File: config.mk
export PLATFORM = sky130hd
export DESIGN_NAME = l15_adapter
export DESIGN_NICKNAME = d
export VERILOG_FILES = /design/src/mem_req_pkg.sv /design/src/l15_pkg.sv /design/src/mem_fifo_reg.sv /design/src/l15_req_arbiter.sv /design/src/l15_xlate.sv /design/src/l15_resp_demux.sv /design/src/l15_adapter.sv
export VERILOG_INCLUDE_DIRS = /design/src
export SDC_FILE = /design/constraint.sdc
export NUM_CORES = 1
export LEC_CHECK = 0
export BUFFER_PORTS_ARGS = -buffer_cell sky130_fd_sc_hd__buf_2
export CAP_MARGIN = 10
export CELL_PAD_IN_SITES_DETAIL_PLACEMENT = 1
export CELL_PAD_IN_SITES_GLOBAL_PLACEMENT = 1
export CORE_AREA = 4 4 282 284
export DETAILED_ROUTE_END_ITERATION = 16
export DIE_AREA = 0 0 286 288
export GPL_TIMING_DRIVEN = 0
export PLACE_DENSITY_LB_ADDON = 0.1
export SLEW_MARGIN = 20
export SYNTH_ARGS = -nofsm -noshare
export SYNTH_HDL_FRONTEND = slang
export SYNTH_SLANG_ARGS = --single-unit
export TNS_END_PERCENT = 30
File: constraint.sdc
create_clock -name clk_i -period 11.5 [get_ports clk_i]
set_clock_uncertainty 0.2 [all_clocks]
set_input_delay 1.15 -clock clk_i [delete_from_list [all_inputs] [get_ports clk_i]]
set_output_delay 1.15 -clock clk_i [all_outputs]
set_load 0.05 [all_outputs]
File: src/l15_adapter_settings.svh
/*
  Build-time constants of the L1.5 adapter.
  Widths are shared by both packages, the RTL and the testbench.
  The size codes are log2 of the access size in bytes.
*/
`ifndef L15_ADAPTER_SETTINGS_SVH
`define L15_ADAPTER_SETTINGS_SVH

// Port 0 ifill read, port 1 dcache read, port 2 dcache write
`define L15_N_PORTS   3
`define L15_PID_W     2
`define L15_TID_W     4

`define L15_ADDR_W    40
`define L15_DATA_W    64

// Size codes for a 32-byte line and an 8-byte word
`define L15_SIZE_W    3
`define L15_SIZE_LINE 3'd5
`define L15_SIZE_WORD 3'd3

`endif

File: src/mem_req_pkg.sv
/*
  Cache-side request and response types.
  Write data travels inside the request, so there is no separate data channel.
  Every port returns the same response shape.
*/
`include "l15_adapter_settings.svh"

package mem_req_pkg;

  typedef enum logic {
    MEM_READ  = 1'b0,
    MEM_WRITE = 1'b1
  } mem_cmd_e;

  // One request as held in a port slot
  typedef struct packed {
    mem_cmd_e                cmd;
    logic [`L15_ADDR_W-1:0]  addr;
    logic                    nc;
    logic [`L15_TID_W-1:0]   tid;
    logic [`L15_DATA_W-1:0]  wdata;
  } mem_req_t;

  // One response, pid selects the destination port
  typedef struct packed {
    logic [`L15_PID_W-1:0]   pid;
    logic [`L15_TID_W-1:0]   tid;
    logic [`L15_DATA_W-1:0]  rdata;
    logic                    error;
  } mem_resp_t;

endpackage

File: src/l15_pkg.sv
/*
  L1.5-side request type and transaction tag.
  The tag carries the source port id in its upper bits so that
  returns can be routed without any lookup table.
*/
`include "l15_adapter_settings.svh"

package l15_pkg;

  typedef enum logic {
    L15_LOAD  = 1'b0,
    L15_STORE = 1'b1
  } l15_rqtype_e;

  // Echoed unchanged by the L1.5 on the return channel
  typedef struct packed {
    logic [`L15_PID_W-1:0] pid;
    logic [`L15_TID_W-1:0] tid;
  } l15_tag_t;

endpackage

File: src/mem_fifo_reg.sv
/*
  One-deep register slot with a valid/ready style handshake.
  Writes are taken only while empty; there is no bypass, so a full slot
  keeps wok_o low until it is read. The payload register has no reset.
*/
`timescale 1ns/1ps

module mem_fifo_reg #(
  parameter type fifo_data_t = logic
) (
  input  logic       clk_i,
  input  logic       arst_n_i,

  input  logic       w_i,
  output logic       wok_o,
  input  fifo_data_t wdata_i,

  input  logic       r_i,
  output logic       rok_o,
  output fifo_data_t rdata_o
);

  logic       full_q;
  fifo_data_t data_q;

  always_ff @(posedge clk_i or negedge arst_n_i) begin
    if (!arst_n_i) begin
      full_q <= 1'b0;
    end else if (w_i && !full_q) begin
      full_q <= 1'b1;
    end else if (r_i && full_q) begin
      // Freed on the read edge, refilled no earlier than the next one
      full_q <= 1'b0;
    end
  end

  always_ff @(posedge clk_i) begin
    if (w_i && !full_q) begin
      data_q <= wdata_i;
    end
  end

  assign wok_o   = ~full_q;
  assign rok_o   = full_q;
  assign rdata_o = data_q;

endmodule

File: src/l15_req_arbiter.sv
/*
  Round-robin choice among the request slots.
  The slot after the last granted one has the highest priority.
  A stalled grant is locked until accepted, so the output stays stable
  even when other slots fill in the meantime.
*/
`timescale 1ns/1ps
`include "l15_adapter_settings.svh"

module l15_req_arbiter (
  input  logic                   clk_i,
  input  logic                   arst_n_i,

  input  logic                   slot_valid_i [`L15_N_PORTS],
  input  mem_req_pkg::mem_req_t  slot_req_i   [`L15_N_PORTS],
  output logic                   slot_pop_o   [`L15_N_PORTS],

  output logic                   grant_valid_o,
  output mem_req_pkg::mem_req_t  grant_req_o,
  output logic [`L15_PID_W-1:0]  grant_pid_o,
  input  logic                   grant_ready_i
);

  localparam int N     = `L15_N_PORTS;
  localparam int PID_W = `L15_PID_W;

  logic [PID_W-1:0] last_q;
  logic [PID_W-1:0] lock_idx_q;
  logic             lock_q;
  logic [PID_W-1:0] pick;
  logic             pick_valid;
  logic [PID_W-1:0] sel;

  // Walk from lowest to highest priority so the nearest valid slot wins
  always_comb begin
    pick       = last_q;
    pick_valid = 1'b0;
    for (int i = N; i >= 1; i--) begin
      if (slot_valid_i[(int'(last_q) + i) % N]) begin
        pick       = PID_W'((int'(last_q) + i) % N);
        pick_valid = 1'b1;
      end
    end
  end

  assign sel           = lock_q ? lock_idx_q : pick;
  assign grant_valid_o = lock_q | pick_valid;
  assign grant_req_o   = slot_req_i[sel];
  assign grant_pid_o   = sel;

  always_comb begin
    for (int i = 0; i < N; i++) begin
      slot_pop_o[i] = grant_valid_o && grant_ready_i && (sel == PID_W'(i));
    end
  end

  always_ff @(posedge clk_i or negedge arst_n_i) begin
    if (!arst_n_i) begin
      // Port 0 comes first after reset
      last_q     <= PID_W'(N - 1);
      lock_q     <= 1'b0;
      lock_idx_q <= '0;
    end else if (grant_valid_o) begin
      if (grant_ready_i) begin
        last_q <= sel;
        lock_q <= 1'b0;
      end else begin
        lock_q     <= 1'b1;
        lock_idx_q <= sel;
      end
    end
  end

endmodule

File: src/l15_xlate.sv
/*
  Translation between the cache request format and the L1.5 channel.
  Requests pass through combinationally, so the L1.5 sees the grant
  in the cycle it is made. Returns are decoded from the echoed tag;
  the L1.5 must echo it unchanged.
*/
`timescale 1ns/1ps
`include "l15_adapter_settings.svh"

module l15_xlate (
  input  logic                      clk_i,
  input  logic                      arst_n_i,

  input  logic                      grant_valid_i,
  input  mem_req_pkg::mem_req_t     grant_req_i,
  input  logic [`L15_PID_W-1:0]     grant_pid_i,
  output logic                      grant_ready_o,

  output logic                      l15_req_valid_o,
  input  logic                      l15_req_ready_i,
  output l15_pkg::l15_rqtype_e      l15_req_type_o,
  output logic [`L15_ADDR_W-1:0]    l15_req_addr_o,
  output logic [`L15_SIZE_W-1:0]    l15_req_size_o,
  output logic                      l15_req_nc_o,
  output logic [`L15_DATA_W-1:0]    l15_req_data_o,
  output l15_pkg::l15_tag_t         l15_req_tag_o,

  input  logic                      l15_rtrn_valid_i,
  input  l15_pkg::l15_tag_t         l15_rtrn_tag_i,
  input  logic [`L15_DATA_W-1:0]    l15_rtrn_data_i,
  input  logic                      l15_rtrn_error_i,
  output mem_req_pkg::mem_resp_t    resp_o,
  output logic                      resp_valid_o,
  input  logic                      resp_ready_i,
  output logic                      l15_rtrn_ready_o
);

  logic is_write;

  assign is_write = (grant_req_i.cmd == mem_req_pkg::MEM_WRITE);

  // Request side
  assign l15_req_valid_o = grant_valid_i;
  assign grant_ready_o   = l15_req_ready_i;
  assign l15_req_type_o  = is_write ? l15_pkg::L15_STORE : l15_pkg::L15_LOAD;
  assign l15_req_addr_o  = grant_req_i.addr;
  assign l15_req_nc_o    = grant_req_i.nc;
  // Stores and uncached accesses are single words
  assign l15_req_size_o  = (grant_req_i.nc || is_write) ? `L15_SIZE_WORD : `L15_SIZE_LINE;
  assign l15_req_data_o  = is_write ? grant_req_i.wdata : '0;
  assign l15_req_tag_o   = '{pid: grant_pid_i, tid: grant_req_i.tid};

  // Return side
  assign resp_valid_o     = l15_rtrn_valid_i;
  assign l15_rtrn_ready_o = resp_ready_i;
  assign resp_o           = '{pid:   l15_rtrn_tag_i.pid,
                              tid:   l15_rtrn_tag_i.tid,
                              rdata: l15_rtrn_data_i,
                              error: l15_rtrn_error_i};

endmodule

File: src/l15_resp_demux.sv
/*
  Routes the buffered response to the port named by its port id.
  Payload fields are broadcast, only the valid is steered.
  A response with a port id outside the port range is dropped.
*/
`timescale 1ns/1ps
`include "l15_adapter_settings.svh"

module l15_resp_demux (
  input  logic                    resp_valid_i,
  input  mem_req_pkg::mem_resp_t  resp_i,
  output logic                    resp_ready_o,

  output logic                    port_resp_valid_o [`L15_N_PORTS],
  input  logic                    port_resp_ready_i [`L15_N_PORTS],
  output logic [`L15_TID_W-1:0]   port_resp_tid_o   [`L15_N_PORTS],
  output logic [`L15_DATA_W-1:0]  port_resp_data_o  [`L15_N_PORTS],
  output logic                    port_resp_error_o [`L15_N_PORTS]
);

  localparam int N = `L15_N_PORTS;

  always_comb begin
    resp_ready_o = 1'b1;
    for (int i = 0; i < N; i++) begin
      port_resp_valid_o[i] = resp_valid_i && (resp_i.pid == `L15_PID_W'(i));
      port_resp_tid_o[i]   = resp_i.tid;
      port_resp_data_o[i]  = resp_i.rdata;
      port_resp_error_o[i] = resp_i.error;
      if (resp_i.pid == `L15_PID_W'(i)) begin
        resp_ready_o = port_resp_ready_i[i];
      end
    end
  end

endmodule

File: src/l15_adapter.sv
/*
  Links the three cache request ports to one L1.5 request/return channel.
  Each port has a one-deep slot; a full slot holds its ready low until
  granted. Unloaded request latency is one cycle, return latency one cycle.
  One request per port plus one response can be in flight in the adapter.
*/
`timescale 1ns/1ps
`include "l15_adapter_settings.svh"

module l15_adapter (
  input  logic                      clk_i,
  input  logic                      arst_n_i,

  // Cache request ports
  input  logic                      port_req_valid_i  [`L15_N_PORTS],
  output logic                      port_req_ready_o  [`L15_N_PORTS],
  input  mem_req_pkg::mem_cmd_e     port_req_cmd_i    [`L15_N_PORTS],
  input  logic [`L15_ADDR_W-1:0]    port_req_addr_i   [`L15_N_PORTS],
  input  logic                      port_req_nc_i     [`L15_N_PORTS],
  input  logic [`L15_TID_W-1:0]     port_req_tid_i    [`L15_N_PORTS],
  input  logic [`L15_DATA_W-1:0]    port_req_wdata_i  [`L15_N_PORTS],

  // Cache response ports
  output logic                      port_resp_valid_o [`L15_N_PORTS],
  input  logic                      port_resp_ready_i [`L15_N_PORTS],
  output logic [`L15_TID_W-1:0]     port_resp_tid_o   [`L15_N_PORTS],
  output logic [`L15_DATA_W-1:0]    port_resp_data_o  [`L15_N_PORTS],
  output logic                      port_resp_error_o [`L15_N_PORTS],

  // L1.5 request channel
  output logic                      l15_req_valid_o,
  input  logic                      l15_req_ready_i,
  output l15_pkg::l15_rqtype_e      l15_req_type_o,
  output logic [`L15_ADDR_W-1:0]    l15_req_addr_o,
  output logic [`L15_SIZE_W-1:0]    l15_req_size_o,
  output logic                      l15_req_nc_o,
  output logic [`L15_DATA_W-1:0]    l15_req_data_o,
  output l15_pkg::l15_tag_t         l15_req_tag_o,

  // L1.5 return channel
  input  logic                      l15_rtrn_valid_i,
  output logic                      l15_rtrn_ready_o,
  input  l15_pkg::l15_tag_t         l15_rtrn_tag_i,
  input  logic [`L15_DATA_W-1:0]    l15_rtrn_data_i,
  input  logic                      l15_rtrn_error_i
);

  logic                    slot_valid [`L15_N_PORTS];
  mem_req_pkg::mem_req_t   slot_req   [`L15_N_PORTS];
  logic                    slot_pop   [`L15_N_PORTS];

  logic                    grant_valid;
  logic                    grant_ready;
  mem_req_pkg::mem_req_t   grant_req;
  logic [`L15_PID_W-1:0]   grant_pid;

  logic                    xl_resp_valid;
  logic                    xl_resp_ready;
  mem_req_pkg::mem_resp_t  xl_resp;
  logic                    rsp_valid;
  logic                    rsp_ready;
  mem_req_pkg::mem_resp_t  rsp;

  // Request slots, written straight from the ports
  for (genvar g = 0; g < `L15_N_PORTS; g++) begin : gen_req_slot
    mem_req_pkg::mem_req_t slot_wdata;

    assign slot_wdata = '{cmd:   port_req_cmd_i[g],
                          addr:  port_req_addr_i[g],
                          nc:    port_req_nc_i[g],
                          tid:   port_req_tid_i[g],
                          wdata: port_req_wdata_i[g]};

    mem_fifo_reg #(
      .fifo_data_t (mem_req_pkg::mem_req_t)
    ) u_req_slot (
      .clk_i   (clk_i),
      .arst_n_i(arst_n_i),
      .w_i     (port_req_valid_i[g]),
      .wok_o   (port_req_ready_o[g]),
      .wdata_i (slot_wdata),
      .r_i     (slot_pop[g]),
      .rok_o   (slot_valid[g]),
      .rdata_o (slot_req[g])
    );
  end

  l15_req_arbiter u_req_arbiter (
    .clk_i        (clk_i),
    .arst_n_i     (arst_n_i),
    .slot_valid_i (slot_valid),
    .slot_req_i   (slot_req),
    .slot_pop_o   (slot_pop),
    .grant_valid_o(grant_valid),
    .grant_req_o  (grant_req),
    .grant_pid_o  (grant_pid),
    .grant_ready_i(grant_ready)
  );

  l15_xlate u_xlate (
    .clk_i           (clk_i),
    .arst_n_i        (arst_n_i),
    .grant_valid_i   (grant_valid),
    .grant_req_i     (grant_req),
    .grant_pid_i     (grant_pid),
    .grant_ready_o   (grant_ready),
    .l15_req_valid_o (l15_req_valid_o),
    .l15_req_ready_i (l15_req_ready_i),
    .l15_req_type_o  (l15_req_type_o),
    .l15_req_addr_o  (l15_req_addr_o),
    .l15_req_size_o  (l15_req_size_o),
    .l15_req_nc_o    (l15_req_nc_o),
    .l15_req_data_o  (l15_req_data_o),
    .l15_req_tag_o   (l15_req_tag_o),
    .l15_rtrn_valid_i(l15_rtrn_valid_i),
    .l15_rtrn_tag_i  (l15_rtrn_tag_i),
    .l15_rtrn_data_i (l15_rtrn_data_i),
    .l15_rtrn_error_i(l15_rtrn_error_i),
    .resp_o          (xl_resp),
    .resp_valid_o    (xl_resp_valid),
    .resp_ready_i    (xl_resp_ready),
    .l15_rtrn_ready_o(l15_rtrn_ready_o)
  );

  // Response slot, blocks the return channel while full
  mem_fifo_reg #(
    .fifo_data_t (mem_req_pkg::mem_resp_t)
  ) u_resp_slot (
    .clk_i   (clk_i),
    .arst_n_i(arst_n_i),
    .w_i     (xl_resp_valid),
    .wok_o   (xl_resp_ready),
    .wdata_i (xl_resp),
    .r_i     (rsp_ready),
    .rok_o   (rsp_valid),
    .rdata_o (rsp)
  );

  l15_resp_demux u_resp_demux (
    .resp_valid_i     (rsp_valid),
    .resp_i           (rsp),
    .resp_ready_o     (rsp_ready),
    .port_resp_valid_o(port_resp_valid_o),
    .port_resp_ready_i(port_resp_ready_i),
    .port_resp_tid_o  (port_resp_tid_o),
    .port_resp_data_o (port_resp_data_o),
    .port_resp_error_o(port_resp_error_o)
  );

endmodule

# Word-level counts from Yosys, hierarchy flattened
# Index checks and enable logic that the tools add are counted.
# W data, S select, Z words.
[classes]
order_cmp = 4
reduce_logical = 28
muxes = 34
n_addsub = 3
n_eq_ne = 4
bitwise = 10
n_div = 3
[ops]
columns = ["op", "count"]
rows = [
  ["$bmux W110 S2", 1],
  ["$mux W110", 2],
  ["$ge A32 B3 Y1 const B", 3],
  ["$mod A32 B3 Y32 const B", 3],
  ["$not A32 Y32", 3],
  ["$mux W64", 1],
  ["$mux W1", 22],
  ["$logic_and A1 B1 Y1", 15],
  ["$mux W2", 4],
  ["$reduce_bool A2 Y1", 4],
  ["$add A2 B2 Y3 const B", 2],
  ["$bmux W1 S2", 3],
  ["$not A1 Y1", 5],
  ["$eq A2 B1 Y1 const B", 2],
  ["$eq A2 B2 Y1 const B", 2],
  ["$logic_not A1 Y1", 4],
  ["$logic_not A2 Y1", 2],
  ["$reduce_and A2 Y1", 2],
  ["$add A2 B1 Y3 const B", 1],
  ["$ge A3 B3 Y1 const B", 1],
  ["$mux W3", 1],
  ["$not A2 Y3", 1],
  ["$logic_or A1 B1 Y1", 1],
  ["$or A1 B1 Y1", 1],
]
[word_totals]
elab_cells = 112
regBits = 410

# Longest topological paths before layout
# Gate-level depths: netlist (run 1).
[logic_depth]
depth_word = 16
mapped_depth = 12
mapped_depth_nobuf = 8

# Modules after synthesis
# From an unflattened synthesis (run 1), not the netlist that was laid out.
[unflattened]
cells_unflattened = 1143
hier_area_um2 = 18161.2
[by_module_without_submodules]
columns = ["mod", "seq_area_each_um2", "area_each_um2", "instances", "cells_per_inst"]
rows = [
  ["mem_fifo_reg (gen_req_slot[0].u_req_slot ...)", 3328.2, 3348.2, 3, 114],
  ["l15_req_arbiter", 126.4, 2922.8, 1, 315],
  ["mem_fifo_reg (u_resp_slot)", 2157.1, 2177.1, 1, 75],
  ["l15_resp_demux", 0.0, 1605.3, 1, 213],
  ["l15_xlate", 0.0, 1411.4, 1, 198],
]

# Worst setup path before layout (run 1)
# Ideal clock, no wire load.
[synth_path]
path_kind = "input to register"
start = "input port_req_valid_i[0] in the netlist's numbering"
end = "register gen_req_slot[2].u_req_slot.data_q (netlist bit gen_req_slot[2].u_req_slot.rdata_o[0]) (enable)"
arrival_time_ps = 5929
setup_slack_ps = 4777
n_path_buf = 0
path_stages = 1
required_ps = 10707
path_cell_list = "nor2b_1"
[synth_between]
elab_chain_cells = 1
[synth_rtl]
columns = ["element", "line", "text"]
rows = [
  ["start: declaration", "l15_adapter.sv:15", "input logic port_req_valid_i [`L15_N_PORTS],"],
  ["$logic_and A1 B1 Y1", "mem_fifo_reg.sv:38", "if (w_i && !full_q) begin"],
  ["end signal: assignment", "mem_fifo_reg.sv:39", "data_q <= wdata_i;"],
  ["end: declaration", "mem_fifo_reg.sv:24", "fifo_data_t data_q;"],
]
# Every way passes these cells.
# A chain may end at the register's enable or synchronous reset.

# Final worst setup path (run 1)
[layout_path]
start = "register u_req_arbiter.last_q[1]"
end = "output l15_req_data_o[49]"
[layout_between]
elab_chain_cells = 15
elab_cells_between_ends = 27
classes_between = "3 x add/sub; 3 x div; 17 x mux; 4 x bitwise"
[layout_rtl]
columns = ["element", "line", "text"]
rows = [
  ["start: declaration", "l15_req_arbiter.sv:27", "logic [PID_W-1:0] last_q;"],
  ["start signal: assignment", "l15_req_arbiter.sv:60", "last_q <= PID_W'(N - 1);"],
  ["start signal: assignment", "l15_req_arbiter.sv:65", "last_q <= sel;"],
  ["$add A2 B2 Y3", "l15_req_arbiter.sv:39, l15_req_arbiter.sv:40", ""],
  ["$mod A32 B3 Y32", "l15_req_arbiter.sv:39, l15_req_arbiter.sv:40", ""],
  ["$not A32 Y32 (implied by the code)", "l15_req_arbiter.sv:39", "if (slot_valid_i[(int'(last_q) + i) % N]) begin"],
  ["$bmux W1 S2", "l15_req_arbiter.sv:39", ""],
  ["$mux W1 (implied by the code) (2 in a row)", "l15_req_arbiter.sv:39", ""],
  ["$mux W2 (2 in a row)", "l15_req_arbiter.sv:39", ""],
  ["$mux W2 *", "l15_req_arbiter.sv:39", ""],
  ["$mux W2 *", "l15_req_arbiter.sv:46", "assign sel = lock_q ? lock_idx_q : pick;"],
  ["$not A2 Y3 (implied by the code) *", "l15_req_arbiter.sv:48", "assign grant_req_o = slot_req_i[sel];"],
  ["$bmux W110 S2 *", "l15_req_arbiter.sv:48", ""],
  ["$mux W110 (implied by the code) * (2 in a row)", "l15_req_arbiter.sv:48", ""],
  ["$mux W64 *", "l15_xlate.sv:50", "assign l15_req_data_o = is_write ? grant_req_i.wdata : '0;"],
  ["end: declaration", "l15_adapter.sv:37", "output logic [`L15_DATA_W-1:0] l15_req_data_o,"],
]
# Mark *: on every way between the ends. The rest lies on a longest branch, timed or not. The select of a mux whose other input is x is not followed.

==> results.yml, run 1 <==
status:
  outcome: "complete, no violations"
yosys:
  synth.mux.area_fraction_pct: 2.96
  synth_area_leaders: "edfxtp_1 70%, buf_4 9.5%, nand4_1 4.7%"
  yosysWarnings: 0
  async_flop_share_pct: 2.20
  synthAdderAreaFrac_pct: 0.291
  syn_area_um2: 17200
  synth_edf_count: 401
  synth_top_family_by_area: "buffers and inverters"
  yosysMostFrequentCell: "edfxtp_1"
  avgSynthCellArea_um2: 14.5
  synthCells: 1182
  synth_top_cells_by_count: "401 x edfxtp_1, 217 x buf_4, 128 x nand4_1"
  synth_seq_area_share_pct: 71.4
  synth_top_area_share_pct: 70.1
  synth-compound-area-share_pct: 5.06
  synth_top_cell_by_area: "edfxtp_1"
  post_synth_and_or_nand_nor_area_fraction_pct: 8.52
  ys.flop_type: "edfxtp_1"
  syn_nets: 1597
  synth_xor_area_share_pct: 0
  ys_ff_latch: 410
  synth_cell_types: 52
floorplan:
  die_x_um: 286
  die_h_um: 288
  start_util_pct: 22.3
  die-area_um2: 82400
  pin_count: 741
  rows: 102
  core_um2: 77100
clocking:
  cts_resized: 0
  cts_hold_buffers: 0
  clk_pin_slew_ns: 0.06
  clk_latency_ns: 0.58
  cts_max_level: 2
  cts_tree: "done"
  cts_post_setup_buffers_inserted: 0
  clk_path_buf_depth: 3
  cts-root-buf: "clkbuf_16"
  cts_buffers: 50
  clock-sinks: 410
timing:
  rsz0062_at_grt: "no"
  slew_headroom_pct: 41.3
  layout_min_cycle_time_ns: 5.67
  slew_viol_final: 0
  setup_viol: 0
  worst_slew_pin_slew_ns: 0.881
  setup_ws_ns: 5.83
  period_share_pct: 49.3
  max_freq_ghz: 0.176
  hold_viol: 0
place:
  place_congestion: 0.801
  placed_cell_area_um2: 22700
  dp_cells: 2982
  dp_slack_ns: 6.25
  portBuffers: 739
  dp_hpwl_mm: 56.5
flow_run:
  cap_violations: 0
critical_path:
  crit_top_cell: "buf_2"
  crit_required_ns: 10.15
  crit_path_max_fanout: 10
  cp.arrival_ns: 4.32
  slowest_stage: "dfstp_2"
  rrSetupSlack_ns: 8.05
  cp_cell_sequence: "inv_1, ha_1, buf_6, mux2i_2, o21ai_1, a211o_1, a211oi_2, buf_2, buf_2, nand2_1, a31oi_1, buf_2"
  worst_setup_path_start_kind: "flip-flop"
  critPathCapture: "l15_req_data_o[49]"
  rr_startpoint: "u_req_arbiter.last_q[1]$_DFFE_PN1P_"
  ff2ff_path_depth: 10
  startpoint: "u_req_arbiter.last_q[1]$_DFFE_PN1P_"
  crit_type: "flip-flop to output port"
  cpPeakStageDelay_ns: 0.56
  r2r_end: "gen_req_slot[2].u_req_slot.rok_o$_DFFE_PN0P_"
  cp-end-kind: "output port"
power_and_ir_drop:
  power_frac_comb_pct: 56.3
  p_sw_share_pct: 51.3
  p_clk_share_pct: 20.3
  p_leak_nw: 10.2
  p_seq_share_pct: 23.3
  finalPower_mw: 8.22
  switching_power_mw: 4.22
  p_int_mw: 4.01
  ir_drop_mv: 0.145
  powerDensity_nw_per_um2: 336
global_route:
  grt_pass1_vias: 13600
  grt_overflow_total: 0
  grt_start_max_net_pins: 27
  antenna_found_initial: 45
  grt_pass1_wl_mm: 98.0
  grt_util_all_layers_pct: 16.5
cells_and_area:
  nFillCells: 8613
  drive_above_1_share_pct: 54.0
  finalNonFillerCells: 3095
  area_growth_pct: 42.6
  postLayoutCellArea_um2: 24500
  final_nets: 2409
routing:
  post-route-drc-count: 0
  vias: 12800
  routed_wl_mm: 71.5
  first_pass_iters: 4
  antenna_left: 0
  drt_iter0_markers: 543
  via_per_inst: 4.14
  wl_per_cell_um: 23.1
min_path:
  worst_hold_path_type: "input pin to async pin"
[critical path, delay by kind of cell, from the launching register on]
kind,cells,cell delay [ns]
AO/OA/AOI/OAI,4,1.22
flip-flops,1,0.56
adder cells (fa/ha/maj),1,0.19
multiplexers,1,0.30
buffers and inverters,5,1.37
AND/OR/NAND/NOR,1,0.09
[routing by layer]
layer	GRT usage (%)	vias up	part of all wire (%)
met1	17.3	6213	35
met2	30.3	484	52
li1	-	5932	-
met5	0	-	0.43
met4	4.28	46	2.3
met3	6.92	136	9.4
[cell type report]
cell class	count	area, um^2	share of cell area (%)
antenna	20	50.0	0.204
buffer	287	1990	8.12
clock buffer	63	1380	5.65
clock inverter	30	348	1.42
inverter	8	30.0	0.123
multi-input combinational	477	2930	11.9
sequential	410	12300	50.1
tap	1040	1300	5.31
timing repair buffer	760	4200	17.2
[logic make-up after synthesis]
group	after synthesis
AOI/OAI and AO/OA	141
adders and majority gates	4
buffers and inverters	295
DFF	410
muxes	50
other	1
and+or+nand+nor	281
[metrics by stage]
stage	hold WS, ns	utilization [%]	TNS [ns]
6_report	0.227	31.8	0
5_1_grt	0.216	31.7	0
4_1_cts	0.193	31.7	0
3_5_place_dp	0.300	29.5	0
3_3_place_gp	0.297	28.8	-3.59
2_1_floorplan	0.281	-	0
[state kept, by name, summed over array words and instances (netlist names)]
name                             cells
u_req_arbiter.last_q                 2
gen_req_slot.u_req_slot.rok_o        3
u_resp_slot.rdata_o                 71
u_resp_slot.rok_o                    1
gen_req_slot.u_req_slot.rdata_o    330
u_req_arbiter.lock_q                 1
u_req_arbiter.lock_idx_q             2
[power by group through the flow]
stage	logic [mW]	clock network, mW	registers, mW
2_1_floorplan	3.20	0	1.97
3_3_place_gp	4.66	0	2.03
3_5_place_dp	4.75	0	1.95
4_1_cts	4.77	1.73	1.92
5_1_grt	4.96	1.79	1.93
6_report	4.63	1.67	1.92
[worst min path at each step]
| stage | end | slack, ns | cells past startpoint |
|---|---|---|---|
| final | u_resp_slot.rok_o$_DFFE_PN0P_ | 0.23 | 1 |
| after global routing | u_resp_slot.rok_o$_DFFE_PN0P_ | 0.22 | 1 |
| after CTS | u_resp_slot.rok_o$_DFFE_PN0P_ | 0.19 | 1 |
| after detailed placement | u_req_arbiter.lock_idx_q[0]$_DFFE_PN0P_ | 0.30 | 1 |
| after global placement | u_req_arbiter.lock_idx_q[0]$_DFFE_PN0P_ | 0.30 | 1 |
| after floorplan | u_req_arbiter.lock_idx_q[0]$_DFFE_PN0P_ | 0.28 | 1 |
[cells in the final DEF, fill, tap and decap left out, drive strengths merged, types with 3 or more instances in the layout]
| master | synthesis | final |
|---|---|---|
| diode | 0 | 20 |
| nor2 | 11 | 11 |
| edfxtp | 401 | 401 |
| buf | 246 | 1006 |
| clkbuf | 41 | 104 |
| a211oi | 5 | 5 |
| a21oi | 5 | 5 |
| ha | 4 | 4 |
| a31oi | 66 | 66 |
| bufinv | 0 | 8 |
| nor2b | 9 | 9 |
| o21bai | 3 | 3 |
| clkinv | 0 | 20 |
| nand4 | 128 | 128 |
| dfrtp | 8 | 8 |
| mux2i | 49 | 49 |
| inv | 8 | 8 |
| nand2 | 117 | 117 |
| o21ai | 51 | 51 |
(Power assumes the default switching activity.)
==> run 2: changes to the inputs <==
Settings changed: ABC_AREA set to 1, CORE_AREA 4 4 282 284 to 4 4 289 291, DIE_AREA 0 0 286 288 to 0 0 293 295.
Clock period 11.5 ns to 5.65 ns, I/O delays scaled along.
==> results.yml, run 2 <==
status:
  outcome: "complete, no violations"
critical_path:
  cp-end-kind: "output port"
  cpPeakStageDelay_ns: 0.58
  startpoint: "u_req_arbiter.last_q[1]$_DFFE_PN1P_"
  cp_top_family: "buffers and inverters"
  cp.arrival_ns: 3.63
  slowest_stage: "dfstp_2"
  crit_required_ns: 4.89
  rrSetupSlack_ns: 2.95
  rr_startpoint: "u_req_arbiter.last_q[1]$_DFFE_PN1P_"
  path_depth: 13
  critPathBufInv: 4
  crit_top_cell: "nand2_1"
  worst_setup_path_start_kind: "flip-flop"
  crit_type: "flip-flop to output port"
  ff2ff_path_depth: 14
  crit_path_max_fanout: 10
  cp_cell_sequence: "ha_1, inv_2, nand2_1, nand3_1, nand2_1, nand2_1, nand2_1, nand2_2, buf_2, buf_2, a21oi_1, o21ai_1, buf_2"
timing:
  slew_headroom_pct: 57.4
  slew_viol_final: 0
  hold_viol: 0
  max_freq_ghz: 0.227
  worst_slew_pin_slew_ns: 0.639
  hold_ws_ns: 0.124
  layout_min_cycle_time_ns: 4.40
  period_share_pct: 77.9
  rsz0062_at_grt: "no"
  setup_viol: 0
routing:
  drt_iter0_markers: 510
  vias: 15400
  post-route-drc-count: 0
  wl_per_cell_um: 19.6
  antenna_left: 0
  routed_wl_mm: 76.4
  via_per_inst: 3.96
  first_pass_iters: 6
floorplan:
  start_util_pct: 22.4
  core_um2: 80500
  rows: 104
  die_h_um: 295
  die_x_um: 293
  pin_count: 741
  die-area_um2: 86400
global_route:
  grt_start_max_net_pins: 65
  met2_usage_pct: 31.7
  grt_pass1_wl_mm: 110
  grt_use_met1_pct: 19.0
  grt_overflow_total: 0
  use_met3_pct: 4.87
  grt_busiest_layer: "met2"
  grt_pass1_vias: 16800
  antenna_found_initial: 17
  grt_util_all_layers_pct: 17.0
yosys:
  syn_area_um2: 18000
  ys.flop_type: "edfxtp_1"
  yosysWarnings: 0
  synthCells: 1577
  synth_area_leaders: "edfxtp_1 67%, buf_4 8.9%, nand2_1 7.2%"
  synth_edf_count: 401
  synth_seq_area_share_pct: 68.0
  ys_ff_latch: 410
  synth_cell_types: 28
  synth_top_area_share_pct: 66.8
  syn_nets: 1992
  async_flop_share_pct: 2.20
  avgSynthCellArea_um2: 11.4
  yosysMostFrequentCell: "edfxtp_1"
  synth_top_cell_by_area: "edfxtp_1"
  synth_top_cells_by_count: "401 x edfxtp_1, 345 x nand2_1, 214 x buf_4"
clocking:
  cts-root-buf: "clkbuf_16"
  clk_latency_ns: 0.58
  cts_max_level: 2
  cts_tree: "done"
  cts_buffers: 51
  clk_pin_slew_ns: 0.06
  clk_path_buf_depth: 3
  clock-sinks: 410
cells_and_area:
  drive_above_1_share_pct: 39.3
  layout_commonest_cell: "buf_2"
  largest_register_ffs: 330
  final_util_pct: 35.9
  nFillCells: 9206
  final_cell_mix: "775 x buf_2, 402 x dlygate4sd3_1, 401 x edfxtp_1"
  final_nets: 3192
  postLayoutCellArea_um2: 28900
  area_growth_pct: 60.3
  finalNonFillerCells: 3890
place:
  dp_cells: 3382
  placed_cell_area_um2: 23200
  place_congestion: 0.784
  dp_hpwl_mm: 57.0
  portBuffers: 739
power_and_ir_drop:
  powerDensity_nw_per_um2: 642
  p_leak_nw: 13.4
  ir_drop_mv: 0.587
min_path:
  min_path_cells: 3
  worst_hold_path_type: "input pin to flip-flop"
  min_from: "port_resp_ready_i[0]"
flow_run:
  cap_violations: 0
==> run 2: metrics by stage <==
stage / total power [mW] / setup TNS (ns) / worst slack [ns]
6_report: 18.5 / 0 / 1.25
5_1_grt: 19.8 / 0 / 0.817
4_1_cts: 19.0 / 0 / 1.07
3_5_place_dp: 15.5 / 0 / 1.75
3_3_place_gp: 15.5 / -17.23 / -0.253
2_1_floorplan: 11.9 / 0 / 1.33
==> run 2: power by group <==
part | total [mW] | switching (mW) | internal [mW]
Combinational | 11.3 | 8.67 | 2.59
Sequential | 4.09 | 0.157 | 3.93
Clock | 3.19 | 1.33 | 1.87
==> run 2: what timing repair did <==
item,CTS,global route
buffers inserted,0,0
hold buffers,402,0
hold endpoints to repair,410,0
gates resized for setup,0,0
==> run 2: tightest hold or removal path, cell delays in order <==
cell and delay [ns]:
buf_2 0.10, nand3_1 0.07, a31o_2 0.14
==> run 2: per-layer routing <==
metal  vias up  wire length, um  part of all wire [%]
met5         -               87                  0.11
met4        14             2020                   2.6
met3       107             5440                   7.1
met2       503            39900                    52
met1      7369            29000                    38
li1       7429                -                     -
==> run 2: path summary, 6_finish.rpt <==
| path | to |
|---|---|
| setup / recovery | l15_req_addr_o[7] |
| hold / removal | u_resp_slot.rok_o$_DFFE_PN0P_ |
| setup reg to reg | gen_req_slot[1].u_req_slot.rok_o$_DFFE_PN0P_ |
| hold reg to reg | u_req_arbiter.lock_idx_q[1]$_DFFE_PN0P_ |
| max in group asynchronous | u_req_arbiter.last_q[1]$_DFFE_PN1P_ |
| min in group asynchronous | u_resp_slot.rok_o$_DFFE_PN0P_ |
==> run 2: kinds of logic after synthesis <==
| group | after synthesis | synth area share (%) |
|---|---|---|
| AOI/OAI and AO/OA | 145 | 4.07 |
| adders and majority gates | 4 | 0.277 |
| buffers and inverters | 498 | 15.4 |
| DFF | 410 | 68.0 |
| other | 1 | 0.0208 |
| and+or+nand+nor | 519 | 12.2 |
==> run 2: layout make-up <==
type | count | area [um^2] | area share [%]
flip-flops and latches | 410 | 12300 | 42.4
repair buffers | 1147 | 7880 | 27.3
multi-input cells | 669 | 3000 | 10.4
plain buffers | 277 | 1950 | 6.74
clock buffers | 65 | 1350 | 4.67
well taps | 1060 | 1330 | 4.59
inverters | 221 | 855 | 2.96
clock inverters | 30 | 259 | 0.896
diodes | 11 | 27.5 | 0.0952
==> run 3: changes to the inputs <==
Clock period 5.65 ns to 3.65 ns, I/O delays scaled along.
==> results.yml, run 3 (same netlist as run 2, synthesis figures left out) <==
status:
  outcome: "finished with violations"
  violations: "setup timing"
global_route:
  grt_util_all_layers_pct: 17.4
  grt_overflow_total: 0
  antenna_found_initial: 16
  grt_start_max_net_pins: 74
  grt_pass1_wl_mm: 112
  grt_pass1_vias: 17300
clocking:
  cts_buffers: 51
  cts-root-buf: "clkbuf_16"
  clk_path_buf_depth: 3
  cts_max_level: 2
  clk_pin_slew_ns: 0.06
  cts_tree: "done"
  clock-sinks: 410
  clk_latency_ns: 0.58
routing:
  routed_wl_mm: 79.0
  via_per_inst: 3.98
  wl_per_cell_um: 20.1
  vias: 15600
  first_pass_iters: 4
  drt_iter0_markers: 423
  post-route-drc-count: 0
  antenna_left: 0
cells_and_area:
  area_growth_pct: 74.4
  postLayoutCellArea_um2: 31500
  layout_commonest_cell: "buf_2"
  drive_above_1_share_pct: 45.6
  final_util_pct: 39.1
  final_nets: 3236
  final_cell_mix: "627 x buf_2, 408 x dlygate4sd3_1, 401 x edfxtp_1"
  largest_register_ffs: 330
critical_path:
  rrSetupSlack_ns: 0.97
  r2r_end: "gen_req_slot[2].u_req_slot.rok_o$_DFFE_PN0P_"
  ff2ff_path_depth: 17
  rr_startpoint: "u_req_arbiter.last_q[1]$_DFFE_PN1P_"
  crit_required_ns: 3.08
  startpoint: "u_req_arbiter.last_q[1]$_DFFE_PN1P_"
  cp.arrival_ns: 3.12
  critPathCapture: "l15_req_data_o[29]"
  crit_type: "flip-flop to output port"
  crit_path_max_fanout: 6
  worst_setup_path_start_kind: "flip-flop"
  cp-end-kind: "output port"
flow_run:
  cap_violations: 0
floorplan:
  die_h_um: 295
  start_util_pct: 22.4
  die-area_um2: 86400
  core_um2: 80500
  pin_count: 741
  rows: 104
  die_x_um: 293
timing:
  slew_viol_final: 0
  worst_slew_pin_slew_ns: 0.638
  hold_viol: 0
  setup_viol: 19
  max_freq_ghz: 0.271
  layout_min_cycle_time_ns: 3.68
  rsz0062_at_grt: "yes"
  period_share_pct: 101
  slew_headroom_pct: 57.4
  setup_ws_ns: -0.0349
power_and_ir_drop:
  ir_drop_mv: 1.11
  p_leak_nw: 14.3
  powerDensity_nw_per_um2: 1130
place:
  dp_hpwl_mm: 57.3
  place_congestion: 0.794
  placed_cell_area_um2: 23200
  portBuffers: 739
min_path:
  worst_hold_path_type: "input pin to async pin"
-- run 3: changes by cell type in the layout (fill, tap and decap cells not counted), sizes merged --
| cell | delta |
|---|---|
| bufbuf | +1 |
| diode | -2 |
| inv | -1 |
| clkbuf | -5 |
| clkinv | +3 |
| bufinv | +6 |
| clkinvlp | -2 |
| dlygate4sd3 | +6 |
| buf | +35 |
-- run 3: report_power, final --
group | internal, mW | switching (mW) | leakage (nW)
registers | 6.09 | 0.259 | 3.84
clock network | 3.31 | 2.10 | 0.881
logic | 8.68 | 15.0 | 9.58
-- run 3: layer usage --
metal / vias up / track usage, % / part of all wire, %
met5: - / 0 / 0.11
met4: 14 / 5.00 / 2.7
met3: 116 / 4.53 / 6.2
met2: 509 / 32.0 / 52
met1: 7489 / 19.8 / 39
li1: 7512 / - / -
-- run 3: through the flow --
step           total power, mW  hold slack [ns]  setup WS [ns]  cells  TNS, ns
6_report                  35.5           0.0707        -0.0349   3931   -0.322
5_1_grt                   37.4           0.0641         -0.229   3930   -18.72
4_1_cts                   34.4           0.0284         -0.117   3906    -4.41
3_5_place_dp              23.9           0.0541         -0.116   3382   -0.563
3_3_place_gp              23.9           0.0488          -1.86   3376  -596.83
2_1_floorplan             18.4           -0.131         0.0939   1577        0
-- run 3: final cells by class --
type / instances / area [um^2]
Antenna cell: 9 / 22.5
Buffer: 277 / 2420
Clock buffer: 58 / 1320
Clock inverter: 36 / 449
Fill cell: 8955 / 49100
Inverter: 221 / 870
Multi-Input combinational cell: 669 / 3500
Sequential cell: 410 / 12300
Tap cell: 1060 / 1330
Timing Repair Buffer: 1191 / 9280
-- run 3: worst min path at each step --
| stage | startpoint | depth (start not counted) | end |
|---|---|---|---|
| floorplan | arst_n_i | 0 | gen_req_slot[0].u_req_slot.rok_o$_DFFE_PN0P_ |
| detailed placement | arst_n_i | 1 | u_resp_slot.rok_o$_DFFE_PN0P_ |
| global placement | arst_n_i | 1 | u_resp_slot.rok_o$_DFFE_PN0P_ |
| global route | l15_rtrn_valid_i | 3 | u_resp_slot.rdata_o[69]$_DFFE_PP_ |
| CTS | arst_n_i | 2 | gen_req_slot[0].u_req_slot.rok_o$_DFFE_PN0P_ |
| finish | arst_n_i | 2 | gen_req_slot[0].u_req_slot.rok_o$_DFFE_PN0P_ |
-- run 3: what timing repair did --
action | in CTS | in global routing
resized for setup | 414 | 171
cloned | 6 | 3
setup buffers | 16 | 13
pin swaps | 14 | 27
setup endpoints to repair | 112 | 112
endpoints found under the hold margin | 418 | 0
hold buffers | 408 | 0
-- run 3: worst max-delay path: stages (launching register included) --
cell	delay, ns
dfstp_2	0.59
inv_2	0.07
ha_4	0.19
inv_4	0.08
nand2_4	0.05
nand3_4	0.08
nand2_2	0.07
nand3_2	0.05
nand2_1	0.05
nand2_1	0.06
nand2_2	0.07
nand2_4	0.11
clkinv_8	0.07
buf_4	0.14
nand3_4	0.07
nand2_4	0.07
buf_12	0.14
buf_12	0.14
clkbuf_16	0.16
nand2_2	0.06
inv_2	0.04
buf_8	0.14
